$ cat config.mk
export PLATFORM = sky130hd
export DESIGN_NAME = ps2_digit_display
export DESIGN_NICKNAME = d
export VERILOG_FILES = /design/src/hdl/ps2_display_pkg.sv /design/src/hdl/ps2_bit_sampler.sv /design/src/hdl/ps2_frame_receiver.sv /design/src/hdl/radix_digit_stage.sv /design/src/hdl/seg_display_driver.sv /design/src/hdl/ps2_digit_display.sv
export VERILOG_INCLUDE_DIRS = /design/src /design/src/include
export SDC_FILE = /design/constraint.sdc
export NUM_CORES = 1
export LEC_CHECK = 0
export ABC_AREA = 1
export BUFFER_PORTS_ARGS = -buffer_cell sky130_fd_sc_hd__buf_2
export CAP_MARGIN = 15
export CORE_MARGIN = 5
export CORE_UTILIZATION = 46
export CTS_CLUSTER_DIAMETER = 40
export DETAILED_ROUTE_END_ITERATION = 10
export SKIP_CTS_REPAIR_TIMING = 1
export SLEW_MARGIN = 20
export SYNTH_ARGS = -nofsm -noshare
export SYNTH_HDL_FRONTEND = slang
export SYNTH_SLANG_ARGS = --single-unit
$ cat constraint.sdc
create_clock -name clk -period 14.08 [get_ports clk]
set_input_delay 0 -clock clk [delete_from_list [all_inputs] [get_ports clk]]
set_output_delay 0 -clock clk [all_outputs]
set_load 0.02 [all_outputs]
$ cat src/include/ps2_display_macros.svh
`ifndef PS2_DISPLAY_MACROS_SVH
`define PS2_DISPLAY_MACROS_SVH

// --------------------
// PS/2 bit sampling
// --------------------

`define PS2_SAMPLE_COUNT 16   // Data samples per PS/2 bit
`define PS2_SAMPLE_STEP  2    // System clocks between samples

// Received byte width
`define PS2_BYTE_W 8

// --------------------
// Display
// --------------------

`define DISP_DIGITS 3         // Hundreds, tens, ones
`define DISP_BASE   10        // Decimal display

// Active low, every segment dark
`define SEG_BLANK 7'h7F

`endif

$ cat src/hdl/ps2_display_pkg.sv
`include "ps2_display_macros.svh"

package ps2_display_pkg;

  // --------------------
  // Scalar words
  // --------------------

  typedef logic [`PS2_BYTE_W-1:0] ps2_byte_t;  // One received byte
  typedef logic [3:0]             digit_t;     // One digit, 0 to 9 in use
  // Active low, bit 0 top, 1..5 clockwise, bit 6 middle
  typedef logic [6:0]             seg_t;

  // --------------------
  // Structs
  // --------------------

  // One voted PS/2 bit
  typedef struct packed {
    logic valid;  // Single-cycle strobe
    logic value;  // Majority result
  } ps2_bit_t;

  // Output of one radix stage
  typedef struct packed {
    ps2_byte_t quotient;   // Goes to next stage
    digit_t    remainder;  // This stage's digit
  } digit_stage_t;

  // --------------------
  // Vectors, index 0 is the ones digit
  // --------------------

  typedef digit_t [`DISP_DIGITS-1:0] digit_vec_t;
  typedef seg_t   [`DISP_DIGITS-1:0] seg_vec_t;

endpackage

$ cat src/hdl/ps2_bit_sampler.sv
`timescale 1ns/1ps
`include "ps2_display_macros.svh"

module ps2_bit_sampler
  import ps2_display_pkg::*;
(
  input  logic     clk,
  input  logic     reset,
  input  logic     ps2_clk,
  input  logic     ps2_data,
  output ps2_bit_t bit_out
);

  localparam int SAMPLE_COUNT = `PS2_SAMPLE_COUNT;
  localparam int SAMPLE_STEP  = `PS2_SAMPLE_STEP;
  localparam int CNT_W        = $clog2(SAMPLE_COUNT);
  localparam int ONES_W       = $clog2(SAMPLE_COUNT + 1);  // Must hold the full count
  localparam int STEP_W       = (SAMPLE_STEP > 1) ? $clog2(SAMPLE_STEP) : 1;

  logic              clk_meta, clk_sync, clk_prev;  // PS/2 clock sync chain
  logic              data_meta, data_sync;          // PS/2 data sync chain
  logic              clk_fall;
  logic              busy;                          // Sampling window open
  logic [STEP_W-1:0] step_cnt;
  logic [CNT_W-1:0]  sample_cnt;
  logic [ONES_W-1:0] ones_cnt;
  logic [ONES_W-1:0] ones_next;

  // --------------------
  // Synchronizers
  // --------------------

  // Lines idle high
  always_ff @(posedge clk) begin
    if (reset) begin
      clk_meta <= 1'b1;
      clk_sync <= 1'b1;
      clk_prev <= 1'b1;
    end else begin
      clk_meta <= ps2_clk;
      clk_sync <= clk_meta;
      clk_prev <= clk_sync;  // Edge register
    end
  end

  always_ff @(posedge clk) begin
    data_meta <= ps2_data;
    data_sync <= data_meta;
  end

  assign clk_fall  = clk_prev & ~clk_sync;
  assign ones_next = ones_cnt + ONES_W'(data_sync);  // Count including current sample

  // --------------------
  // Majority sampling
  // --------------------

  always_ff @(posedge clk) begin
    if (reset) begin
      busy       <= 1'b0;
      step_cnt   <= '0;
      sample_cnt <= '0;
      ones_cnt   <= '0;
      bit_out    <= '0;
    end else begin
      bit_out.valid <= 1'b0;  // Strobe lasts one cycle
      if (clk_fall) begin  // New bit, restart window
        busy       <= 1'b1;
        step_cnt   <= '0;
        sample_cnt <= '0;
        ones_cnt   <= '0;
      end else if (busy) begin
        if (step_cnt == STEP_W'(SAMPLE_STEP - 1)) begin
          step_cnt   <= '0;
          ones_cnt   <= ones_next;
          sample_cnt <= sample_cnt + 1'b1;
          if (sample_cnt == CNT_W'(SAMPLE_COUNT - 1)) begin  // Last sample
            busy          <= 1'b0;
            bit_out.valid <= 1'b1;
            bit_out.value <= (ones_next > ONES_W'(SAMPLE_COUNT / 2));
          end
        end else begin
          step_cnt <= step_cnt + 1'b1;
        end
      end
    end
  end

endmodule

$ cat src/hdl/ps2_frame_receiver.sv
`timescale 1ns/1ps
`include "ps2_display_macros.svh"

module ps2_frame_receiver
  import ps2_display_pkg::*;
(
  input  logic      clk,
  input  logic      reset,
  input  logic      ps2_clk,
  input  logic      ps2_data,
  output logic      byte_req,
  output ps2_byte_t byte_data,
  input  logic      byte_ack
);

  localparam int BIT_CNT_W = $clog2(`PS2_BYTE_W);

  typedef enum logic [1:0] {
    ST_IDLE,    // Waiting for start bit
    ST_DATA,    // Shifting data bits
    ST_PARITY,  // Checking parity bit
    ST_STOP     // Checking stop bit
  } rx_state_t;

  rx_state_t            state;
  ps2_bit_t             rx_bit;
  ps2_byte_t            shift_reg;   // LSB arrives first
  logic [BIT_CNT_W-1:0] bit_cnt;
  logic                 parity_acc;  // XOR of data bits so far
  logic                 parity_ok;

  ps2_bit_sampler ps2_bit_sampler_i (
    .clk      (clk),
    .reset    (reset),
    .ps2_clk  (ps2_clk),
    .ps2_data (ps2_data),
    .bit_out  (rx_bit)
  );

  // --------------------
  // Frame FSM
  // --------------------

  always_ff @(posedge clk) begin
    if (reset) begin
      state      <= ST_IDLE;
      bit_cnt    <= '0;
      parity_acc <= 1'b0;
      parity_ok  <= 1'b0;
      byte_req   <= 1'b0;
    end else begin
      if (byte_req && byte_ack) begin
        byte_req <= 1'b0;  // Second phase of handshake
      end
      if (rx_bit.valid) begin
        case (state)
          ST_IDLE: begin
            if (!rx_bit.value) begin  // Start bit is low
              state      <= ST_DATA;
              bit_cnt    <= '0;
              parity_acc <= 1'b0;
            end
          end
          ST_DATA: begin
            parity_acc <= parity_acc ^ rx_bit.value;
            bit_cnt    <= bit_cnt + 1'b1;
            if (bit_cnt == BIT_CNT_W'(`PS2_BYTE_W - 1)) begin
              state <= ST_PARITY;
            end
          end
          ST_PARITY: begin
            parity_ok <= parity_acc ^ rx_bit.value;  // Odd number of ones overall
            state     <= ST_STOP;  // Stay framed even on bad parity
          end
          ST_STOP: begin
            // Good frame only offered when the handshake is fully idle
            if (rx_bit.value && parity_ok && !byte_req && !byte_ack) begin
              byte_req <= 1'b1;
            end
            state <= ST_IDLE;
          end
          default: state <= ST_IDLE;
        endcase
      end
    end
  end

  // Payload path
  always_ff @(posedge clk) begin
    if (rx_bit.valid && state == ST_DATA) begin
      shift_reg <= {rx_bit.value, shift_reg[`PS2_BYTE_W-1:1]};
    end
    // Latched only when a new request goes up
    if (rx_bit.valid && state == ST_STOP && rx_bit.value && parity_ok &&
        !byte_req && !byte_ack) begin
      byte_data <= shift_reg;
    end
  end

endmodule

$ cat src/hdl/radix_digit_stage.sv
`timescale 1ns/1ps
`include "ps2_display_macros.svh"

module radix_digit_stage
  import ps2_display_pkg::*;
(
  input  ps2_byte_t    dividend,
  output digit_stage_t stage_out
);

  localparam int W     = `PS2_BYTE_W;
  localparam int REM_W = W + 1;  // Extra sign bit for the partial remainder
  localparam logic [REM_W-1:0] DIVISOR = REM_W'(`DISP_BASE);

  logic [REM_W-1:0] part_rem [W:0];    // Remainder after each step
  logic [REM_W-1:0] shifted  [W-1:0];  // Remainder with next dividend bit
  logic [W-1:0]     quot;
  logic [REM_W-1:0] final_rem;

  assign part_rem[0] = '0;

  // --------------------
  // Non-restoring steps
  // --------------------

  // MSB of dividend enters first
  for (genvar g = 0; g < W; g++) begin : g_step
    assign shifted[g] = {part_rem[g][REM_W-2:0], dividend[W-1-g]};

    // Negative remainder adds back, positive subtracts
    assign part_rem[g+1] = part_rem[g][REM_W-1] ? shifted[g] + DIVISOR :
                                                  shifted[g] - DIVISOR;

    assign quot[W-1-g] = ~part_rem[g+1][REM_W-1];  // 1 when remainder stays positive
  end

  // Final correction of a negative remainder
  assign final_rem = part_rem[W][REM_W-1] ? part_rem[W] + DIVISOR : part_rem[W];

  assign stage_out.quotient  = quot;
  assign stage_out.remainder = final_rem[$bits(digit_t)-1:0];  // Always below the base

endmodule

$ cat src/hdl/seg_display_driver.sv
`timescale 1ns/1ps
`include "ps2_display_macros.svh"

module seg_display_driver
  import ps2_display_pkg::*;
(
  input  logic       clk,
  input  logic       reset,
  input  logic       byte_req,
  output logic       byte_ack,
  input  digit_vec_t digits,
  output logic       disp_req,
  output seg_vec_t   disp_segs,
  input  logic       disp_ack
);

  typedef enum logic [1:0] {
    ST_IDLE,     // Waiting for a byte
    ST_SHOW,     // disp_req up, waiting for disp_ack
    ST_RELEASE   // byte_ack up, waiting for byte_req to drop
  } drv_state_t;

  drv_state_t state;
  seg_vec_t   seg_next;

  // --------------------
  // Segment lookup
  // --------------------

  // Active-high shapes, inverted on return
  function automatic seg_t seg_encode(input digit_t d);
    seg_t lit;
    case (d)
      4'h0: lit = 7'b0111111;
      4'h1: lit = 7'b0000110;
      4'h2: lit = 7'b1011011;
      4'h3: lit = 7'b1001111;
      4'h4: lit = 7'b1100110;
      4'h5: lit = 7'b1101101;
      4'h6: lit = 7'b1111101;
      4'h7: lit = 7'b0000111;
      4'h8: lit = 7'b1111111;
      4'h9: lit = 7'b1101111;
      4'hA: lit = 7'b1110111;
      4'hB: lit = 7'b1111100;
      4'hC: lit = 7'b0111001;
      4'hD: lit = 7'b1011110;
      4'hE: lit = 7'b1111001;
      default: lit = 7'b1110001;  // F
    endcase
    return ~lit;
  endfunction

  always_comb begin
    for (int i = 0; i < `DISP_DIGITS; i++) begin
      seg_next[i] = seg_encode(digits[i]);
    end
  end

  // --------------------
  // Handshake FSM
  // --------------------

  always_ff @(posedge clk) begin
    if (reset) begin
      state     <= ST_IDLE;
      byte_ack  <= 1'b0;
      disp_req  <= 1'b0;
      disp_segs <= {`DISP_DIGITS{`SEG_BLANK}};
    end else begin
      case (state)
        ST_IDLE: begin
          // Previous display cycle must be fully closed
          if (byte_req && !disp_ack) begin
            disp_segs <= seg_next;  // Digits are stable while byte_req is high
            disp_req  <= 1'b1;
            state     <= ST_SHOW;
          end
        end
        ST_SHOW: begin
          if (disp_ack) begin
            disp_req <= 1'b0;
            byte_ack <= 1'b1;  // Release receiver only after outside took it
            state    <= ST_RELEASE;
          end
        end
        ST_RELEASE: begin
          if (!byte_req) begin
            byte_ack <= 1'b0;
            state    <= ST_IDLE;
          end
        end
        default: state <= ST_IDLE;
      endcase
    end
  end

endmodule

$ cat src/hdl/ps2_digit_display.sv
`timescale 1ns/1ps
`include "ps2_display_macros.svh"

module ps2_digit_display
  import ps2_display_pkg::*;
(
  input  logic     clk,
  input  logic     reset,
  input  logic     ps2_clk,
  input  logic     ps2_data,
  output logic     disp_req,
  output seg_vec_t disp_segs,
  input  logic     disp_ack
);

  logic         byte_req;
  logic         byte_ack;
  ps2_byte_t    byte_data;
  ps2_byte_t    stage_in  [`DISP_DIGITS-1:0];  // Dividend of each stage
  digit_stage_t stage_out [`DISP_DIGITS-1:0];
  digit_vec_t   digits;

  // --------------------
  // Receiver
  // --------------------

  ps2_frame_receiver ps2_frame_receiver_i (
    .clk       (clk),
    .reset     (reset),
    .ps2_clk   (ps2_clk),
    .ps2_data  (ps2_data),
    .byte_req  (byte_req),
    .byte_data (byte_data),
    .byte_ack  (byte_ack)
  );

  // --------------------
  // Digit chain
  // --------------------

  assign stage_in[0] = byte_data;

  for (genvar g = 0; g < `DISP_DIGITS; g++) begin : g_digit
    if (g > 0) begin : g_link
      assign stage_in[g] = stage_out[g-1].quotient;  // Quotient feeds next digit
    end

    radix_digit_stage radix_digit_stage_i (
      .dividend  (stage_in[g]),
      .stage_out (stage_out[g])
    );

    assign digits[g] = stage_out[g].remainder;
  end

  seg_display_driver seg_display_driver_i (
    .clk       (clk),
    .reset     (reset),
    .byte_req  (byte_req),
    .byte_ack  (byte_ack),
    .digits    (digits),
    .disp_req  (disp_req),
    .disp_segs (disp_segs),
    .disp_ack  (disp_ack)
  );

endmodule

Word level (Yosys, flattened, before mapping)
Memory sizes are Yosys's and may differ from the RTL's.
Cells that the tools add are included.
{ "op_classes": {"n_addsub": 52, "mux": 51, "eq_ne": 12, "bitwise_logic": 25, "n_lt_le_gt_ge": 1, "n_reduce_logical": 30} }
{ "ops": {"columns": ["cell", "n"], "rows": [
  ["adder 9 x 4 -> 9 bit, second input constant", 21],
  ["2-to-1 mux 9 bit", 21],
  ["subtractor 9 x 4 -> 9 bit, second input constant", 21],
  ["NOT 7 bit", 3],
  ["NOT 1 bit", 20],
  ["AND reduction 3 bit", 5],
  ["subtractor 1 x 4 -> 5 bit, second input constant", 3],
  ["2-to-1 mux 1 bit", 14],
  ["adder 4 bit, second input constant", 3],
  ["2-to-1 mux 2 bit", 6],
  ["2-to-1 mux 4 bit", 3],
  ["logical AND 1 bit", 11],
  ["case mux 2 bit (4 select lines)", 1],
  ["equality test 2 bit, second input constant", 3],
  ["inequality test 2 bit, second input constant", 3],
  ["case mux 1 bit (2 select lines)", 3],
  ["case mux 2 bit (3 select lines)", 1],
  ["case mux 3 bit (2 select lines)", 1],
  ["AND reduction 2 bit", 3],
  ["nonzero test 2 bit", 3],
  ["adder 5 x 1 -> 5 bit", 1],
  ["greater-than comparator 5 x 4 -> 1 bit, second input constant", 1],
  ["adder 4 x 1 -> 4 bit, second input constant", 1],
  ["equality test 2 x 1 -> 1 bit, second input constant", 2],
  ["13 further kinds", 17]
]} }
{ "totals": {"wordCells": 198, "output_inout_bits": 22, "memories": 3, "reg_bits": 67, "rom_bits": 336} }
{ "mem_list": {"columns": ["name", "depth", "word_bits", "rd", "rd_ports_with_merged_regs", "write_ports", "line_no", "text"], "rows": [
  ["(no name shown)", 16, 7, 1, 0, 0, "seg_display_driver.sv:33", "case (d)"],
  ["(no name shown)", 16, 7, 1, 0, 0, "seg_display_driver.sv:33", null],
  ["(no name shown)", 16, 7, 1, 0, 0, "seg_display_driver.sv:33", null]
]} }

Depth between registers and ports, before layout
Gate-level depths: netlist of the first run.
An unclocked memory read counts as a cell.
{ "logic_depth": {"word_depth": 25, "ltp_mapped": 56, "depth_no_buf": 56} }

Cells and area by module
From an unflattened synthesis of the first run, not the netlist that was laid out.
{ "unflattened": {"cells_unflattened": 1333, "area_unflattened_um2": 9091.2} }
{ "by_module_without_submodules": {"columns": ["mod", "n_inst", "area_per_inst_um2", "cells_each", "seq_area_each_um2"], "rows": [
  ["radix_digit_stage (g_digit[0].radix_digit_stage_i ...)", 2, 1940.6, 306, 0.0],
  ["radix_digit_stage (g_digit[2].radix_digit_stage_i)", 1, 1898.1, 308, 0.0],
  ["seg_display_driver", 1, 1634.1, 242, 500.5],
  ["ps2_frame_receiver", 1, 939.7, 81, 640.6],
  ["ps2_bit_sampler", 1, 738.2, 90, 360.3]
]} }

Worst setup path after synthesis of the first run
Ideal clock, no wire load.
{ "synth_timing": {"path_kind": "reg2reg", "start": "register ps2_frame_receiver_i.byte_data[7]", "end": "register seg_display_driver_i.disp_segs[4] in the netlist's numbering", "path_slack_ns": 7.810, "t_arrival_ns": 6.211, "path_stages_with_launch": 50, "path_buffers": 0, "cell_sequence": "edfxtp_1 > inv_1 > ha_1 > nand2_1 > ha_1 > inv_1 > nand3_1 > nand2_2 > ha_1 > a21oi_1 > a21boi_4 > nand3_4 > nand2_4 > inv_2 > ha_1 > nand4_1 > nand2_1 > a21oi_4 > [... 14 more ...] > nand2_1 > inv_1 > nand2_1 > nand2_2 > nand2_2 > nand2_4 > nand2_4 > inv_2 > nand2_1 > nand2_1 > inv_1 > ha_1 > or2_2 > nand2_1 > nand3_1 > nand2_1 > nand2_1 > nand2_1"} }
{ "synth_via": {"elab_chain_cells": 18, "elab_cells_between_ends": 26, "classes_between": "16 x add/sub; 8 x mux; 1 x bitwise; 1 x memory"} }
{ "synth_rtl": {"columns": ["item", "line_no", "text"], "rows": [
  ["start, declared", "ps2_frame_receiver.sv:12", "output ps2_byte_t byte_data,"],
  ["start signal, assigned", "ps2_frame_receiver.sv:96", "byte_data <= shift_reg;"],
  ["subtractor 1 x 4 -> 5 bit *", "radix_digit_stage.sv:32", "shifted[g] - DIVISOR;"],
  ["subtractor 9 x 4 -> 9 bit or adder 9 x 4 -> 9 bit (tied branches)", "radix_digit_stage.sv:32, radix_digit_stage.sv:31", null],
  ["2-to-1 mux 9 bit *", "radix_digit_stage.sv:31", "assign part_rem[g+1] = part_rem[g][REM_W-1] ? shifted[g] + DIVISOR :"],
  ["subtractor 9 x 4 -> 9 bit or adder 9 x 4 -> 9 bit (tied branches)", "radix_digit_stage.sv:32, radix_digit_stage.sv:31", null],
  ["2-to-1 mux 9 bit *", "radix_digit_stage.sv:31", null],
  ["subtractor 9 x 4 -> 9 bit or adder 9 x 4 -> 9 bit (tied branches)", "radix_digit_stage.sv:32, radix_digit_stage.sv:31", null],
  ["2-to-1 mux 9 bit *", "radix_digit_stage.sv:31", null],
  ["subtractor 9 x 4 -> 9 bit (tied with other cells)", "radix_digit_stage.sv:32", null],
  ["[... 2 more ...]", null, null],
  ["2-to-1 mux 9 bit *", "radix_digit_stage.sv:31", null],
  ["subtractor 9 x 4 -> 9 bit (tied with other cells)", "radix_digit_stage.sv:32", null],
  ["2-to-1 mux 9 bit *", "radix_digit_stage.sv:31", null],
  ["subtractor 9 x 4 -> 9 bit (tied with other cells)", "radix_digit_stage.sv:32", null],
  ["2-to-1 mux 9 bit *", "radix_digit_stage.sv:31", null],
  ["2-to-1 mux 4 bit *", "radix_digit_stage.sv:38", "assign final_rem = part_rem[W][REM_W-1] ? part_rem[W] + DIVISOR : part_rem[W];"],
  ["memory (16 x 7 bit) *", null, null],
  ["NOT 7 bit *", "seg_display_driver.sv:51", "return ~lit;"],
  ["end signal, assigned", "seg_display_driver.sv:69", "disp_segs <= {`DISP_DIGITS{`SEG_BLANK}};"],
  ["end signal, assigned", "seg_display_driver.sv:75", "disp_segs <= seg_next;"],
  ["end, declared", "seg_display_driver.sv:13", "output seg_vec_t disp_segs,"]
]} }
Every way passes the cells marked *; elsewhere a longest branch is shown, timed or not.
A chain may end at the register's enable or synchronous reset.

Worst setup path in the final report of the first run
Ends and elaborated chain as after synthesis.

==> flow_metrics.py, run 1 <==
metrics = {
    "power_and_ir_drop": {
        "powerDensity_nw_per_um2": 63.24,
        "switchingPower_uw": 76.62,
        "clkPwrFrac": 0.433,
        "leakagePower_uw": 0.002689,
        "ir_worst_vdd_mv": 0.05760,
        "seq_power_share": 0.550,
        "pwr-share-comb": 0.016,
        "swShare": 0.2168,
        "p_int_uw": 276.8,
    },
    "final_layout": {
        "design_area_um2": 5588,
        "largest_reg_flops": 20,
        "fillerInstances": 1057,
        "area_delta_synth_final_pct": 10.03,
        "regArea_um2": 1481,
        "layout_common_cells": "165 x nand2_1, 95 x inv_1, 67 x nand3_1, 55 x ha_1, 50 x dfxtp_1",
        "layout-drive-gt1-share": 0.1680,
        "final_core_utilization": 0.5155,
        "antenna_cells": 0,
        "nets": 782,
        "final_common_cell": "nand2_1",
        "multiInputGateArea_um2": 3162,
    },
    "setup_path": {
        "critPathKind": "flop to flop",
        "cp_slowest_cell": "edfxtp_1",
        "path_max_fanout": 9,
        "crit_top_cell": "nand2_1",
        "critPathLaunchType": "flop",
        "critPathCaptureType": "flop",
        "critical_path_required_ps": 14360,
        "arrival_ps": 7280,
        "critPathMaxStageDelay_ps": 470,
    },
    "cts": {
        "clock_latency_ps": 330,
        "clk_pin_slew_ps": 80,
        "numCtsBuffers": 9,
        "ctsHtreeMaxLevel": 3,
        "cts_buffer_depth": 2,
        "cts_tree": "done",
        "root_buffer": "clkbuf_8",
        "cts_sinks": 66,
    },
    "sta": {
        "rsz0062_at_grt": "false",
        "fin_tns_setup_ps": 0,
        "skew_ps": 16.27,
        "hold_viol_final": 0,
        "fin_crit_ps": 7001,
        "max_freq_mhz": 142.8,
        "setup_viol": 0,
        "tightestPinTransition_ps": 585.6,
        "min_period_over_period": 0.4973,
        "maxSlewHeadroom": 0.6096,
        "fin_ws_ps": 7079,
        "slew_viol_final": 0,
    },
    "synth": {
        "yosysSeqAreaShare": 0.2917,
        "synth_enable_flop_cells": 16,
        "synth.net_count": 749,
        "yosys_most_used_dff": "dfxtp_1",
        "ys_ff_latch": 66,
        "yosys.cell_types.count": 44,
        "netlist_instances": 688,
        "syn_area_per_cell_um2": 7.382,
        "synthArstFlopShare": 0,
        "synth_warnings": 0,
        "synth_area_um2": 5079,
    },
    "placement": {
        "portBuffers": 26,
        "dpl_worst_slack_ps": 7044,
        "routabilityCongestion": 0.8432,
        "placed_cell_area_um2": 5360,
        "dp_hpwl_um": 8202,
    },
    "detailed_routing": {
        "met3_length_um": 297,
        "wl_per_cell_um": 11.86,
        "via_per_inst": 5.013,
        "ant_nets": 0,
        "route.detailed.drc": 0,
        "dr.pass1.iters": 5,
        "wl_met2_um": 4960,
        "top_layer": "met4",
        "finalWirelength_um": 10280,
        "num_vias": 4341,
        "drtIter0Drc": 244,
        "wl_met1_um": 4902,
    },
    "die": {
        "core_area_um2": 10840,
        "num_rows": 38,
        "die_area_um2": 13240,
        "io_pins": 27,
        "initial_core_util": 0.4685,
        "die_w_um": 115.1,
        "dieHeight_um": 115.1,
    },
    "global_routing": {
        "grt_pass1_wl_um": 18160,
        "grt_pass1_vias": 4177,
        "grt_max_degree": 34,
        "antenna_found_initial": 0,
        "grt_usage": 0.1631,
        "grt.overflow.total": 0,
    },
    "job": {
        "drv_cap": 0,
    },
    "outcome": {
        "status": "finished, final reports clean",
    },
    "worst_hold_path": {
        "hold_class": "input pin to flop",
    },
}
-- power by group through the flow --
| stage | clock (µW) | sequential (µW) | combinational, µW |
|---|---|---|---|
| after global routing | 167 | 195 | 6.68 |
| after CTS | 159 | 194 | 5.25 |
| final | 153 | 194 | 5.72 |
| after floorplan | 0 | 199 | 3.44 |
| after detailed placement | 0 | 199 | 5.22 |
| after global placement | 0 | 199 | 5.06 |
-- layer usage --
layer | track usage | vias to the layer above
met2 | 0.2758 | 53
met4 | 0.04538 | 0
met1 | 0.2176 | 1981
met3 | 0.02316 | 10
met5 | 0 | -
li1 | - | 2297
-- cell type report --
| class | instances | area share |
|---|---|---|
| Clock buffer | 12 | 0.02978 |
| Clock inverter | 4 | 0.005598 |
| Inverter | 105 | 0.07098 |
| Multi-Input combinational cell | 508 | 0.5658 |
| Sequential cell | 66 | 0.2651 |
| Tap cell | 140 | 0.03135 |
| Timing Repair Buffer | 31 | 0.03135 |
-- metrics by stage --
stage,cells,power (µW),hold slack (ps)
global placement,847,203.9,107.1
global route,866,368.3,227.3
floorplan,688,202.2,27.72
CTS,863,358.3,-248.4
detailed placement,847,204.1,105.4
finish,866,353.4,171.1
-- final timing paths --
path         slack [ps]  depth (start not counted)                                                           end                                                startpoint
max reg2reg        7080                         46                seg_display_driver_i.disp_segs[4]$_SDFFE_PP1P_               ps2_frame_receiver_i.byte_data[7]$_DFFE_PP_
min reg2reg         330                          0      ps2_frame_receiver_i.ps2_bit_sampler_i.data_sync$_DFF_P_  ps2_frame_receiver_i.ps2_bit_sampler_i.data_meta$_DFF_P_
max                7080                         46                seg_display_driver_i.disp_segs[4]$_SDFFE_PP1P_               ps2_frame_receiver_i.byte_data[7]$_DFFE_PP_
min                 170                          2  ps2_frame_receiver_i.ps2_bit_sampler_i.bit_out[1]$_SDFF_PP0_                                                     reset
-- synth_stat cells (2+ instances only) --
master    count  area (µm²)
o21ai_1       4       20.02
nor4_1        2       12.51
nor2_2        4       25.02
nor3_1        6       30.03
nor2_1       21       78.83
a21boi_0      2       15.01
nand2_2      30       187.7
nand2_4      13       146.4
xor2_2        3       48.80
a21oi_1      47       235.2
a21oi_2       3       26.28
o21ai_0      16       80.08
nand2_1     165       619.3
dfxtp_1      50        1001
a211oi_1      4       30.03
inv_2         9       33.78
nand3_1      67       335.3
edfxtp_1     16       480.5
nand3_2       8       80.08
nand3b_1      3       22.52
xor2_1       15       131.4
o21bai_1      3       22.52
clkbuf_1      7       26.28
or2_2         3       18.77
xnor2_1      11       96.34
a31oi_1       4       25.02
ha_1         55       688.2
inv_1        95       356.6
nand4_1       7       43.79
-- kinds of logic after synthesis --
logic type | after synthesis | share of synthesized area
compound gates | 90 | 0.1045
buf+inv | 114 | 0.08574
xor+xnor | 30 | 0.05765
flops | 66 | 0.2917
simple gates | 332 | 0.3210
fa+ha+maj | 56 | 0.1394
-- critical path: cells and delay by family (launching register included) --
kind	cells	cell delay [ps]
flops	1	470
buf+inv	6	580
fa+ha+maj	7	2120
compound gates	3	620
simple gates	30	3160
(Power assumes the default switching activity.)
==> run 2: changes to the inputs <==
- PLACE_DENSITY: unset -> 0.65
- clock period: 14.08 -> 5.77 ns (I/O delays scaled with it)
==> run 2 against run 1 <==
The run now ends with setup timing left. Wire length up 12%. Critical path type unchanged. Critical path depth grew 2. Die area stayed put. First-iteration DRC count shrank 5.3%. Clock power rose to 2.8 times the previous value. Cell count rose by 6.6%. Largest power group unchanged. Clock skew fell by 7.0 ps.
==> flow_metrics.py, run 2 (synthesis results as in run 1) <==
metrics = {
    "sta": {
        "hold_viol_final": 0,
        "slew_viol_final": 0,
        "maxSlewHeadroom": 0.6067,
        "max_freq_mhz": 169.9,
        "fin_ws_ps": -116.7,
        "skew_ps": 9.227,
        "rsz0062_at_grt": "true",
        "min_period_over_period": 1.020,
        "fin_crit_ps": 5887,
        "setup_viol": 9,
        "tightestPinTransition_ps": 589.9,
    },
    "outcome": {
        "failed_checks": "setup timing",
        "status": "finished, violations left",
    },
    "final_layout": {
        "nets": 839,
        "largest_reg_flops": 20,
        "fillerInstances": 914,
        "fin_cells": 923,
        "antenna_cells": 0,
        "layout-drive-gt1-share": 0.3461,
        "final_core_utilization": 0.6285,
        "area_delta_synth_final_pct": 34.15,
        "layout_common_cells": "143 x nand2_1, 84 x inv_1, 54 x nand3_1, 53 x buf_4, 50 x dfxtp_1",
        "final_common_cell": "nand2_1",
    },
    "global_routing": {
        "antenna_found_initial": 0,
        "grt_usage": 0.1659,
        "grt.overflow.total": 0,
        "grt_max_degree": 34,
        "grt_pass1_vias": 4263,
        "grt_pass1_wl_um": 18430,
    },
    "cts": {
        "root_buffer": "clkbuf_8",
        "cts_buffer_depth": 2,
        "ctsHtreeMaxLevel": 3,
        "clock_latency_ps": 340,
        "numCtsBuffers": 9,
        "clk_pin_slew_ps": 80,
        "cts_tree": "done",
        "cts_sinks": 66,
    },
    "setup_path": {
        "arrival_ps": 6130,
        "critical_path_required_ps": 6010,
        "critPathKind": "flop to flop",
        "cp_slowest_cell": "edfxtp_1",
        "critPathCaptureType": "flop",
        "critPathBufInv": 7,
        "path_max_fanout": 6,
        "critPathLaunchType": "flop",
        "crit_top_cell": "nand2_4",
        "critPathMaxStageDelay_ps": 460,
        "path_delay_family": "simple AND/OR/NAND/NOR gates",
    },
    "power_and_ir_drop": {
        "seq_power_share": 0.522,
        "leakagePower_uw": 0.003088,
        "clkPwrFrac": 0.463,
        "swShare": 0.2116,
        "switchingPower_uw": 192.4,
        "powerDensity_nw_per_um2": 133.4,
        "ir_worst_vdd_mv": 0.2417,
        "pwr-share-comb": 0.015,
        "p_int_uw": 716.6,
    },
    "detailed_routing": {
        "wl_per_cell_um": 12.42,
        "num_vias": 4557,
        "dr.pass1.iters": 6,
        "route.detailed.drc": 0,
        "drtIter0Drc": 231,
        "ant_nets": 0,
        "finalWirelength_um": 11460,
        "via_per_inst": 4.937,
    },
    "die": {
        "die_w_um": 115.1,
        "die_area_um2": 13240,
        "initial_core_util": 0.4685,
        "dieHeight_um": 115.1,
        "num_rows": 38,
        "core_area_um2": 10840,
        "io_pins": 27,
    },
    "job": {
        "drv_cap": 0,
    },
    "placement": {
        "routabilityCongestion": 0.8051,
        "dp.cells": 884,
        "dpl_worst_slack_ps": -109.2,
        "portBuffers": 26,
        "dp_hpwl_um": 8439,
    },
    "worst_hold_path": {
        "hold_class": "input pin to flop",
    },
}
==> run 2: routing by layer <==
layer | global-route usage | vias up | share of wire | routed length [µm]
met3 | 0.02105 | 9 | 0.026 | 301
met1 | 0.2178 | 2086 | 0.47 | 5365
met4 | 0.04382 | 0 | 0.0096 | 110
li1 | - | 2409 | - | -
met2 | 0.2878 | 53 | 0.50 | 5686
met5 | 0 | - | 0 | 0
==> run 2: worst paths after layout <==
kind,from,end,slack [ps],cells past startpoint
worst max-delay path,ps2_frame_receiver_i.byte_data[7]$_DFFE_PP_,seg_display_driver_i.disp_segs[3]$_SDFFE_PP1P_,-120,48
worst max register to register,ps2_frame_receiver_i.byte_data[7]$_DFFE_PP_,seg_display_driver_i.disp_segs[3]$_SDFFE_PP1P_,-120,48
worst min register to register,ps2_frame_receiver_i.ps2_bit_sampler_i.data_meta$_DFF_P_,ps2_frame_receiver_i.ps2_bit_sampler_i.data_sync$_DFF_P_,330,0
worst min-delay path,reset,ps2_frame_receiver_i.ps2_bit_sampler_i.bit_out[1]$_SDFF_PP0_,140,2
==> run 2: worst reg2reg max path: cells and delay by family, from the launching register on <==
kind                     cells  cell delay (ps)
flip-flops                   1              460
adder cells (fa/ha/maj)      7             1640
AO/OA/AOI/OAI                3              640
buffers and inverters        7              450
AND/OR/NAND/NOR             31             2620
==> run 2: stage by stage <==
step	instance area, µm²	hold WS, ps	power (µW)	TNS (ps)
finish	6813	141.6	909.0	-761.5
global route	6813	191.9	945.8	-5777
global placement	5972	109.5	497.0	0
CTS	6192	-250.4	916.3	-374.6
floorplan	5413	27.72	493.3	-9.750
detailed placement	5972	105.4	497.6	-355.9
==> run 2: final cells by class <==
class | instances | area (µm²) | share of cell area
multi-input cells | 508 | 3891 | 0.5712
flip-flops and latches | 66 | 1481 | 0.2174
clock inverters | 5 | 57.56 | 0.008448
repair buffers | 88 | 625.6 | 0.09183
clock buffers | 11 | 162.7 | 0.02388
well taps | 140 | 175.2 | 0.02571
inverters | 105 | 419.2 | 0.06152
==> run 2: power by group through the flow <==
stage                     combinational, µW  clock [µW]  sequential, µW
after detailed placement               12.3           0             485
after global placement                 11.8           0             485
after CTS                              12.3         429             475
after floorplan                        8.39           0             485
after global routing                   15.8         455             475
final                                  13.7         421             475
